==> src/vc_bridge_pkg.sv <==
// bridge widths, channel enum, credit and payload types, packet struct and strobe values
package vc_bridge_pkg;

  // data widths; the wide width is also the packet data width
  localparam int NarrowWidth = 32;
  localparam int WideWidth   = 64;

  // credit field width and credits per channel
  localparam int CredWidth       = 4;
  localparam int NumCred         = 8;
  localparam int ForceSendThresh = 4;

  // virtual channel header
  typedef enum logic {
    chan_narrow = 1'b0,
    chan_wide   = 1'b1
  } chan_e;

  typedef logic [CredWidth-1:0]   credit_t;
  typedef logic [NarrowWidth-1:0] narrow_data_t;
  typedef logic [WideWidth-1:0]   wide_data_t;

  // one packet on the serial stream, 71 bits
  // narrow data sits zero-extended in the low word
  typedef struct packed {
    chan_e      data_hdr;
    wide_data_t data;
    logic       data_valid;
    chan_e      cred_hdr;
    credit_t    credits;
  } bridge_pkt_t;

  // byte strobes per channel
  localparam logic [WideWidth/8-1:0] NarrowStrb = 8'h0F;
  localparam logic [WideWidth/8-1:0] WideStrb   = 8'hFF;

endpackage

==> src/vc_pkt_if.sv <==
`timescale 1ns/1ns
// valid/ready link carrying one bridge packet between pipeline stages
interface vc_pkt_if;
  import vc_bridge_pkg::*;

  logic        valid;
  logic        ready;
  bridge_pkt_t pkt;

  // producer side
  modport src (
    output valid,
    output pkt,
    input  ready
  );

  // consumer side
  modport dst (
    input  valid,
    input  pkt,
    output ready
  );

endinterface

==> src/vc_credit_tracker.sv <==
`timescale 1ns/1ns
// per-channel remote credit counter, pending credit-return counter and send gate
module vc_credit_tracker #(
  parameter type data_t          = logic,
  parameter int  NumCred         = vc_bridge_pkg::NumCred,
  parameter int  ForceSendThresh = vc_bridge_pkg::ForceSendThresh
) (
  input  logic                   clk_i,
  input  logic                   rst_n_i,
  // local flits
  input  logic                   valid_i,
  output logic                   ready_o,
  input  data_t                  data_i,
  // towards the arbiter
  output logic                   send_valid_o,
  input  logic                   send_ready_i,
  output data_t                  data_o,
  output logic                   cred_only_o,
  // credits coming back from the remote side
  input  logic                   cred_rx_valid_i,
  input  vc_bridge_pkg::credit_t cred_rx_i,
  // pops of the local receive queue
  input  logic                   pop_i,
  output vc_bridge_pkg::credit_t pending_o,
  input  logic                   pending_take_i
);
  import vc_bridge_pkg::*;

  credit_t credits_q;
  credit_t credits_d;
  credit_t pending_q;
  credit_t pending_d;
  logic    has_cred;
  logic    data_fire;

  //////////////////////////////////////////////////
  // send gate

  assign has_cred = (credits_q != '0);

  // data may only leave while the remote queue has room
  assign ready_o   = send_ready_i & has_cred;
  assign data_fire = valid_i & ready_o;

  // credits-only packet when returns pile up and no data can go
  assign cred_only_o  = ~(valid_i & has_cred) &
                        (pending_q >= credit_t'(ForceSendThresh));
  assign send_valid_o = (valid_i & has_cred) | cred_only_o;
  assign data_o       = data_i;
  assign pending_o    = pending_q;

  //////////////////////////////////////////////////
  // counters

  always_comb begin
    credits_d = credits_q;
    if (data_fire) begin
      credits_d = credits_d - credit_t'(1);
    end
    if (cred_rx_valid_i) begin
      credits_d = credits_d + cred_rx_i;
    end
  end

  // a pop in the take cycle is kept for the next report
  always_comb begin
    pending_d = pending_take_i ? '0 : pending_q;
    if (pop_i) begin
      pending_d = pending_d + credit_t'(1);
    end
  end

  always_ff @(posedge clk_i or negedge rst_n_i) begin
    if (!rst_n_i) begin
      credits_q <= credit_t'(NumCred);
      pending_q <= '0;
    end else begin
      credits_q <= credits_d;
      pending_q <= pending_d;
    end
  end

endmodule

==> src/vc_tx_arbiter.sv <==
`timescale 1ns/1ns
// credit channel selection and narrow-over-wide arbitration into one bridge packet
module vc_tx_arbiter (
  input  logic                        clk_i,
  input  logic                        rst_n_i,
  // narrow source
  input  logic                        narrow_valid_i,
  output logic                        narrow_ready_o,
  input  vc_bridge_pkg::narrow_data_t narrow_data_i,
  input  logic                        narrow_cred_only_i,
  input  vc_bridge_pkg::credit_t      narrow_pending_i,
  output logic                        narrow_take_o,
  // wide source
  input  logic                        wide_valid_i,
  output logic                        wide_ready_o,
  input  vc_bridge_pkg::wide_data_t   wide_data_i,
  input  logic                        wide_cred_only_i,
  input  vc_bridge_pkg::credit_t      wide_pending_i,
  output logic                        wide_take_o,
  // packet out
  vc_pkt_if.src                       out
);
  import vc_bridge_pkg::*;

  chan_e sel_q;
  chan_e sel_d;
  chan_e cred_sel;
  logic  hold_wide;
  logic  use_wide;
  logic  fire;

  // larger pending count wins, ties go to narrow
  assign cred_sel = (wide_pending_i > narrow_pending_i) ? chan_wide : chan_narrow;

  // narrow has priority unless a wide packet is already being presented
  assign hold_wide = (sel_q == chan_wide) & wide_valid_i;
  assign use_wide  = hold_wide | ~narrow_valid_i;

  assign out.valid      = use_wide ? wide_valid_i : narrow_valid_i;
  assign narrow_ready_o = ~hold_wide & out.ready;
  assign wide_ready_o   = use_wide & out.ready;
  assign fire           = out.valid & out.ready;

  // pending credits are consumed with the packet that carries them
  assign narrow_take_o = fire & (cred_sel == chan_narrow);
  assign wide_take_o   = fire & (cred_sel == chan_wide);

  always_comb begin
    out.pkt.data_hdr   = use_wide ? chan_wide : chan_narrow;
    out.pkt.data_valid = use_wide ? ~wide_cred_only_i : ~narrow_cred_only_i;
    out.pkt.cred_hdr   = cred_sel;
    out.pkt.credits    = (cred_sel == chan_wide) ? wide_pending_i : narrow_pending_i;
    if (!out.pkt.data_valid) begin
      out.pkt.data = '0;
    end else if (use_wide) begin
      out.pkt.data = wide_data_i;
    end else begin
      out.pkt.data = {{(WideWidth-NarrowWidth){1'b0}}, narrow_data_i};
    end
  end

  // hold the wide grant while its packet waits for the buffer
  assign sel_d = (use_wide & wide_valid_i & ~out.ready) ? chan_wide : chan_narrow;

  always_ff @(posedge clk_i or negedge rst_n_i) begin
    if (!rst_n_i) begin
      sel_q <= chan_narrow;
    end else begin
      sel_q <= sel_d;
    end
  end

endmodule

==> src/vc_axis_out_buffer.sv <==
`timescale 1ns/1ns
// two-entry output FIFO and packing of the head packet into AXIS fields
module vc_axis_out_buffer (
  input  logic                                   clk_i,
  input  logic                                   rst_n_i,
  vc_pkt_if.dst                                  in,
  output logic                                   tvalid_o,
  input  logic                                   tready_i,
  output logic [vc_bridge_pkg::WideWidth:0]      tdata_o,
  output logic [vc_bridge_pkg::WideWidth/8-1:0]  tstrb_o,
  output logic [vc_bridge_pkg::CredWidth+1:0]    tuser_o
);
  import vc_bridge_pkg::*;

  bridge_pkt_t mem_q [2];
  bridge_pkt_t head;
  logic        wr_ptr_q;
  logic        rd_ptr_q;
  logic [1:0]  count_q;
  logic        push;
  logic        pop;

  assign in.ready = (count_q != 2'd2);
  assign tvalid_o = (count_q != 2'd0);
  assign push     = in.valid & in.ready;
  assign pop      = tvalid_o & tready_i;

  always_ff @(posedge clk_i) begin
    if (push) begin
      mem_q[wr_ptr_q] <= in.pkt;
    end
  end

  always_ff @(posedge clk_i or negedge rst_n_i) begin
    if (!rst_n_i) begin
      wr_ptr_q <= 1'b0;
      rd_ptr_q <= 1'b0;
      count_q  <= 2'd0;
    end else begin
      if (push) begin
        wr_ptr_q <= ~wr_ptr_q;
      end
      if (pop) begin
        rd_ptr_q <= ~rd_ptr_q;
      end
      count_q <= count_q + {1'b0, push} - {1'b0, pop};
    end
  end

  // AXIS view of the head entry
  assign head    = mem_q[rd_ptr_q];
  assign tdata_o = {head.data, head.data_hdr};
  assign tstrb_o = (head.data_hdr == chan_wide) ? WideStrb : NarrowStrb;
  assign tuser_o = {head.data_valid, head.cred_hdr, head.credits};

endmodule

==> src/vc_rx_queue.sv <==
`timescale 1ns/1ns
// circular receive FIFO for one channel, sized to the channel's credit count
module vc_rx_queue #(
  parameter type data_t = logic,
  parameter int  Depth  = vc_bridge_pkg::NumCred
) (
  input  logic  clk_i,
  input  logic  rst_n_i,
  input  logic  push_i,
  input  data_t data_i,
  output logic  valid_o,
  input  logic  ready_i,
  output data_t data_o,
  output logic  pop_o
);

  localparam int AddrWidth = (Depth > 1) ? $clog2(Depth) : 1;
  localparam int CntWidth  = $clog2(Depth + 1);

  data_t                mem_q [Depth];
  logic [AddrWidth-1:0] wr_ptr_q;
  logic [AddrWidth-1:0] rd_ptr_q;
  logic [CntWidth-1:0]  count_q;

  // the remote sender never exceeds its credits so the queue never overflows
  assign valid_o = (count_q != '0);
  assign pop_o   = valid_o & ready_i;
  assign data_o  = mem_q[rd_ptr_q];

  always_ff @(posedge clk_i) begin
    if (push_i) begin
      mem_q[wr_ptr_q] <= data_i;
    end
  end

  always_ff @(posedge clk_i or negedge rst_n_i) begin
    if (!rst_n_i) begin
      wr_ptr_q <= '0;
      rd_ptr_q <= '0;
      count_q  <= '0;
    end else begin
      if (push_i) begin
        wr_ptr_q <= (wr_ptr_q == AddrWidth'(Depth-1)) ? '0 : wr_ptr_q + AddrWidth'(1);
      end
      if (pop_o) begin
        rd_ptr_q <= (rd_ptr_q == AddrWidth'(Depth-1)) ? '0 : rd_ptr_q + AddrWidth'(1);
      end
      count_q <= count_q + CntWidth'(push_i) - CntWidth'(pop_o);
    end
  end

endmodule

==> src/vc_axis_bridge.sv <==
`timescale 1ns/1ns
// top level of the NoC to AXI-Stream bridge with narrow and wide virtual channels
module vc_axis_bridge #(
  parameter int NumCred         = vc_bridge_pkg::NumCred,
  parameter int ForceSendThresh = vc_bridge_pkg::ForceSendThresh
) (
  input  logic                                  clk_i,
  input  logic                                  rst_n_i,
  // local flits towards the stream
  input  logic                                  narrow_valid_i,
  output logic                                  narrow_ready_o,
  input  vc_bridge_pkg::narrow_data_t           narrow_data_i,
  input  logic                                  wide_valid_i,
  output logic                                  wide_ready_o,
  input  vc_bridge_pkg::wide_data_t             wide_data_i,
  // local flits from the stream
  output logic                                  narrow_valid_o,
  input  logic                                  narrow_ready_i,
  output vc_bridge_pkg::narrow_data_t           narrow_data_o,
  output logic                                  wide_valid_o,
  input  logic                                  wide_ready_i,
  output vc_bridge_pkg::wide_data_t             wide_data_o,
  // outgoing AXIS
  output logic                                  axis_out_tvalid_o,
  input  logic                                  axis_out_tready_i,
  output logic [vc_bridge_pkg::WideWidth:0]     axis_out_tdata_o,
  output logic [vc_bridge_pkg::WideWidth/8-1:0] axis_out_tstrb_o,
  output logic [vc_bridge_pkg::CredWidth+1:0]   axis_out_tuser_o,
  // incoming AXIS with no back-pressure
  input  logic                                  axis_in_tvalid_i,
  input  logic [vc_bridge_pkg::WideWidth:0]     axis_in_tdata_i,
  input  logic [vc_bridge_pkg::CredWidth+1:0]   axis_in_tuser_i
);
  import vc_bridge_pkg::*;

  logic         n_send_valid, n_send_ready, n_cred_only, n_take, n_pop;
  logic         w_send_valid, w_send_ready, w_cred_only, w_take, w_pop;
  narrow_data_t n_send_data;
  wide_data_t   w_send_data;
  credit_t      n_pending, w_pending;
  bridge_pkt_t  rx_pkt;
  logic         n_push, w_push, n_cred_rx, w_cred_rx;

  vc_pkt_if tx_pkt ();

  //////////////////////////////////////////////////
  // outbound path

  vc_credit_tracker #(
    .data_t(narrow_data_t), .NumCred(NumCred), .ForceSendThresh(ForceSendThresh)
  ) u_narrow_tracker (
    .clk_i, .rst_n_i,
    .valid_i(narrow_valid_i), .ready_o(narrow_ready_o), .data_i(narrow_data_i),
    .send_valid_o(n_send_valid), .send_ready_i(n_send_ready),
    .data_o(n_send_data), .cred_only_o(n_cred_only),
    .cred_rx_valid_i(n_cred_rx), .cred_rx_i(rx_pkt.credits),
    .pop_i(n_pop), .pending_o(n_pending), .pending_take_i(n_take)
  );

  vc_credit_tracker #(
    .data_t(wide_data_t), .NumCred(NumCred), .ForceSendThresh(ForceSendThresh)
  ) u_wide_tracker (
    .clk_i, .rst_n_i,
    .valid_i(wide_valid_i), .ready_o(wide_ready_o), .data_i(wide_data_i),
    .send_valid_o(w_send_valid), .send_ready_i(w_send_ready),
    .data_o(w_send_data), .cred_only_o(w_cred_only),
    .cred_rx_valid_i(w_cred_rx), .cred_rx_i(rx_pkt.credits),
    .pop_i(w_pop), .pending_o(w_pending), .pending_take_i(w_take)
  );

  vc_tx_arbiter u_arbiter (
    .clk_i, .rst_n_i,
    .narrow_valid_i(n_send_valid), .narrow_ready_o(n_send_ready),
    .narrow_data_i(n_send_data), .narrow_cred_only_i(n_cred_only),
    .narrow_pending_i(n_pending), .narrow_take_o(n_take),
    .wide_valid_i(w_send_valid), .wide_ready_o(w_send_ready),
    .wide_data_i(w_send_data), .wide_cred_only_i(w_cred_only),
    .wide_pending_i(w_pending), .wide_take_o(w_take),
    .out(tx_pkt)
  );

  vc_axis_out_buffer u_out_buffer (
    .clk_i, .rst_n_i, .in(tx_pkt),
    .tvalid_o(axis_out_tvalid_o), .tready_i(axis_out_tready_i),
    .tdata_o(axis_out_tdata_o), .tstrb_o(axis_out_tstrb_o), .tuser_o(axis_out_tuser_o)
  );

  //////////////////////////////////////////////////
  // inbound path

  always_comb begin
    rx_pkt.data_hdr   = chan_e'(axis_in_tdata_i[0]);
    rx_pkt.data       = axis_in_tdata_i[WideWidth:1];
    rx_pkt.data_valid = axis_in_tuser_i[CredWidth+1];
    rx_pkt.cred_hdr   = chan_e'(axis_in_tuser_i[CredWidth]);
    rx_pkt.credits    = axis_in_tuser_i[CredWidth-1:0];
  end

  // credits ride on every beat and data only when flagged
  assign n_cred_rx = axis_in_tvalid_i & (rx_pkt.cred_hdr == chan_narrow);
  assign w_cred_rx = axis_in_tvalid_i & (rx_pkt.cred_hdr == chan_wide);
  assign n_push = axis_in_tvalid_i & rx_pkt.data_valid & (rx_pkt.data_hdr == chan_narrow);
  assign w_push = axis_in_tvalid_i & rx_pkt.data_valid & (rx_pkt.data_hdr == chan_wide);

  vc_rx_queue #(.data_t(narrow_data_t), .Depth(NumCred)) u_narrow_queue (
    .clk_i, .rst_n_i, .push_i(n_push), .data_i(rx_pkt.data[NarrowWidth-1:0]),
    .valid_o(narrow_valid_o), .ready_i(narrow_ready_i), .data_o(narrow_data_o),
    .pop_o(n_pop)
  );

  vc_rx_queue #(.data_t(wide_data_t), .Depth(NumCred)) u_wide_queue (
    .clk_i, .rst_n_i, .push_i(w_push), .data_i(rx_pkt.data),
    .valid_o(wide_valid_o), .ready_i(wide_ready_i), .data_o(wide_data_o),
    .pop_o(w_pop)
  );

endmodule

==> config.mk <==
export PLATFORM = sky130hd
export DESIGN_NAME = vc_axis_bridge
export DESIGN_NICKNAME = d
export VERILOG_FILES = /design/src/vc_bridge_pkg.sv /design/src/vc_pkt_if.sv /design/src/vc_credit_tracker.sv /design/src/vc_tx_arbiter.sv /design/src/vc_axis_out_buffer.sv /design/src/vc_rx_queue.sv /design/src/vc_axis_bridge.sv
export SDC_FILE = /design/constraint.sdc
export NUM_CORES = 1
export LEC_CHECK = 0
export BUFFER_PORTS_ARGS = -buffer_cell sky130_fd_sc_hd__clkbuf_2
export CAP_MARGIN = 20
export CORE_MARGIN = 2
export CORE_UTILIZATION = 58
export CTS_CLUSTER_DIAMETER = 50
export DETAILED_ROUTE_END_ITERATION = 6
export GPL_ROUTABILITY_DRIVEN = 0
export PLACE_DENSITY = 0.78
export SLEW_MARGIN = 30
export SYNTH_ARGS = -nofsm -noshare
export SYNTH_HDL_FRONTEND = slang
export SYNTH_HIERARCHICAL = 1
export SYNTH_SLANG_ARGS = --single-unit
==> constraint.sdc <==
create_clock -name clk_i -period 13.05 [get_ports clk_i]
set_clock_uncertainty 0.2 [all_clocks]
set_input_delay 2.61 -clock clk_i [delete_from_list [all_inputs] [get_ports clk_i]]
set_output_delay 2.61 -clock clk_i [all_outputs]
set_load 0.005 [all_outputs]
==> summary.txt <==
Detailed routing
  – DRT Pass-1 Iters: 5
  – Number of remaining DRC errors: 0
  – Metal-1 WL: 30,100 um
  – Met3 WL post-DR: 4840 um
  – Number of nets with antenna violations after routing: 0
  – Routed Wire Length: 76,600 um
  – Met2 routed WL: 40,200 um
  – DRT iter0 DRCs: 1,375
  – DR WL/cell: 24.6 um
  – Vias per Instance: 5.83
  – Via Count: 18,200
  – Max Used Layer: met5

Worst setup path
  – Required time of the critical path: 10.24 ns
  – Crit-path cells: clkbuf_2 > nand2_1 > nand2_1 > nand2_1 > and2_4 > inv_2 > and2_1 > and2_2 > clkbuf_2
  – Crit path top cell by count: nand2_1
  – Worst setup EP type: output port
  – Startpoint Class: input pin
  – Critical path arrival: 4.39 ns
  – Worst Path Class, Setup: in2out
  – Worst-path fanout max: 36
  – Max stage delay cell, worst path: and2_4
  – Slowest cell delay on critical path: 0.41 ns

Global route
  – First-pass GRT wire length: 117,000 um
  – Initial antenna violation count: 2
  – Largest net degree at the start of global routing: 72
  – Total grt overflow: 0
  – Total Routing Usage GR: 0.225
  – Vias in the first global route: 19,200

Power
  – PwrDens: 225 nW/um^2
  – Int Pwr: 6990 uW
  – Leakage Power: 0.0154 uW
  – Clock network power share: 0.278
  – Switching Share: 0.293
  – Register share of total power: 0.414
  – Peak VDD IR: 0.152 mV
  – Logic pwr share: 0.308
  – Switching power: 2890 uW

Logic synthesis
  – Post-synth cell types: 52
  – Ys async rst share: 0.0431
  – Synth Flop Type: edfxtp_1
  – Register area share after synthesis: 0.733
  – Synth Warn #: 6
  – Synth area leader: edfxtp_1
  – Syn Inst Count: 1,857
  – EDFF count, synth: 910
  – Synth cell count leaders: edfxtp_1, mux4_2, mux2_2
  – Seq cells post-synth: 951
  – Area of the mapped netlist: 38,700 um^2
  – Mean post-synth cell area: 20.8 um^2
  – Most frequent cell after synthesis: edfxtp_1
  – Largest cells by area after synthesis: edfxtp_1, mux4_2, mux2_2
  – Post-synth top area share: 0.706

Placed design
  – Total placed instance area: 40,600 um^2
  – Port Buf Inserts: 350
  – Final HPWL DP: 43,800 um

STA
  – Final min period: 7.20 ns
  – Final-report setup violation count: 0
  – RSZ-0062 raised after global routing: no
  – Fmax: 139 MHz
  – Final Slew Violations: 0
  – Final Cycle Share: 0.552
  – Least-Margin Pin Slew: 0.962 ns
  – Hold Fails Final Rpt: 0
  – Relative slew slack: 0.358
  – TNS Setup: 0 ns

Layout
  – Number of fill cells in the layout: 4,208
  – Antenna cells: 0
  – Fin nets: 2,381
  – Share of layout cells above drive strength 1: 0.435
  – Post-route cell area: 43,900 um^2
  – Fin util: 0.666
  – Area grow syn2layout: 13.4%

Floorplanning
  – Die area: 68,800 um^2
  – Die Height: 262 um
  – # rows: 94
  – Core area: 65,900 um^2
  – Boundary Pins: 355
  – Die width: 262 um
  – Starting Density: 0.588

Clock network
  – Hold bufs inserted after CTS: 0
  – Worst skew pair latency: 0.67 ns
  – CTS resizes: 0
  – Clock buffer depth: 3
  – Post-CTS Setup Bufs: 0
  – Sink Count: 951
  – H-tree Lvls: 3
  – CTS tree: built
  – CTS root buffer: clkbuf_16
  – CTS buffer count: 99
  – Clock slew seen by the registers of the worst setup and hold paths: 0.06 ns

Flow run
  – # Max-Cap Violations: 0

Hold path
  – Worst hold path class: reg2reg

Run status
  – Status: completed
-- layer usage --
metal  up-vias  track usage
li1       7934            -
met1      9494        0.293
met2       634        0.389
met3       113       0.0450
met4         4       0.0610
met5         -            0
-- cell type report --
type / instances / area (um^2) / share of cell area
Sequential cell: 951 / 28400 / 0.646
Multi-Input combinational cell: 701 / 8980 / 0.205
Clock buffer: 129 / 2590 / 0.0590
Timing Repair Buffer: 388 / 2120 / 0.0484
Tap cell: 864 / 1080 / 0.0246
Clock inverter: 57 / 642 / 0.0146
Inverter: 27 / 101 / 0.00231
-- cells in the final DEF (no fill, tap or decap), types with 14 or more instances in the layout --
| cell | Yosys | final |
|---|---|---|
| clkbuf_2 | 0 | 350 |
| buf_4 | 106 | 30 |
| mux2_2 | 115 | 115 |
| clkinv_1 | 1 | 14 |
| ha_1 | 34 | 34 |
| edfxtp_1 | 910 | 910 |
| dfrtp_1 | 39 | 33 |
| inv_1 | 26 | 26 |
| mux4_2 | 189 | 189 |
| a21oi_2 | 30 | 30 |
| clkbuf_16 | 0 | 99 |
| nor2_1 | 27 | 14 |
| nand2_1 | 87 | 87 |
| mux2_4 | 70 | 70 |
| and2_1 | 34 | 34 |
| clkbuf_1 | 30 | 30 |
-- worst paths after layout --
path                                             start                          end  slack [ns]  depth (start not counted)
max                                       wide_valid_i                 wide_ready_o        5.85                          9
min                            u_out_buffer/count_q[0]      u_out_buffer/count_q[0]        0.32                          1
max reg2reg                u_wide_tracker/credits_q[0]  u_wide_tracker/credits_q[3]        8.80                         17
min reg2reg                    u_out_buffer/count_q[0]      u_out_buffer/count_q[0]        0.32                          1
max in group asynchronous                      rst_n_i     u_wide_queue/rd_ptr_q[1]       10.36                          2
min in group asynchronous                      rst_n_i  u_wide_tracker/credits_q[2]        1.83                          2
-- registers in the layout, indices dropped and copies added (netlist names), 4 cells and up --
register and count:
u_out_buffer/mem_q 142, u_wide_tracker/pending_o 4, u_narrow_tracker/credits_q 4, u_wide_queue/mem_q 512
u_narrow_queue/count_q 4, u_narrow_queue/mem_q 256, u_wide_queue/count_q 4, u_wide_tracker/credits_q 4
u_narrow_tracker/pending_o 4
-- metrics by stage --
| step | power (uW) | hold WS, ns | std cells | worst slack, ns |
|---|---|---|---|---|
| 3_3_place_gp | 7120 | 0.301 | 2927 | 5.23 |
| 2_1_floorplan | 6310 | 0.261 | 1860 | 4.93 |
| 4_1_cts | 10000 | 0.330 | 3114 | 5.08 |
| 6_report | 9890 | 0.324 | 3117 | 5.85 |
| 3_5_place_dp | 7240 | 0.317 | 2928 | 5.08 |
| 5_1_grt | 10400 | 0.363 | 3117 | 5.68 |
-- cells by family after synthesis --
family                     share of synthesized area
other                                      0.0000969
buffers and inverters                         0.0378
DFF                                            0.733
AOI/OAI and AO/OA                             0.0102
muxes                                          0.174
and+or+nand+nor                               0.0267
adders and majority gates                     0.0131
xor gates and xnor gates                     0.00537
-- critical path: cells and delay by family --
family / cells / cell delay (ns)
AND/OR/NAND/NOR: 6 / 1.17
buffers and inverters: 3 / 0.60
-- power groups by stage --
stage / sequential (uW) / combinational, uW / clock [uW]
after floorplan: 4030 / 2280 / 0
after global placement: 4190 / 2930 / 0
after detailed placement: 4190 / 3050 / 0
after CTS: 4130 / 3070 / 2800
after global routing: 4140 / 3300 / 2920
final: 4100 / 3040 / 2750
No activity file was read; power rests on OpenSTA's default activity.
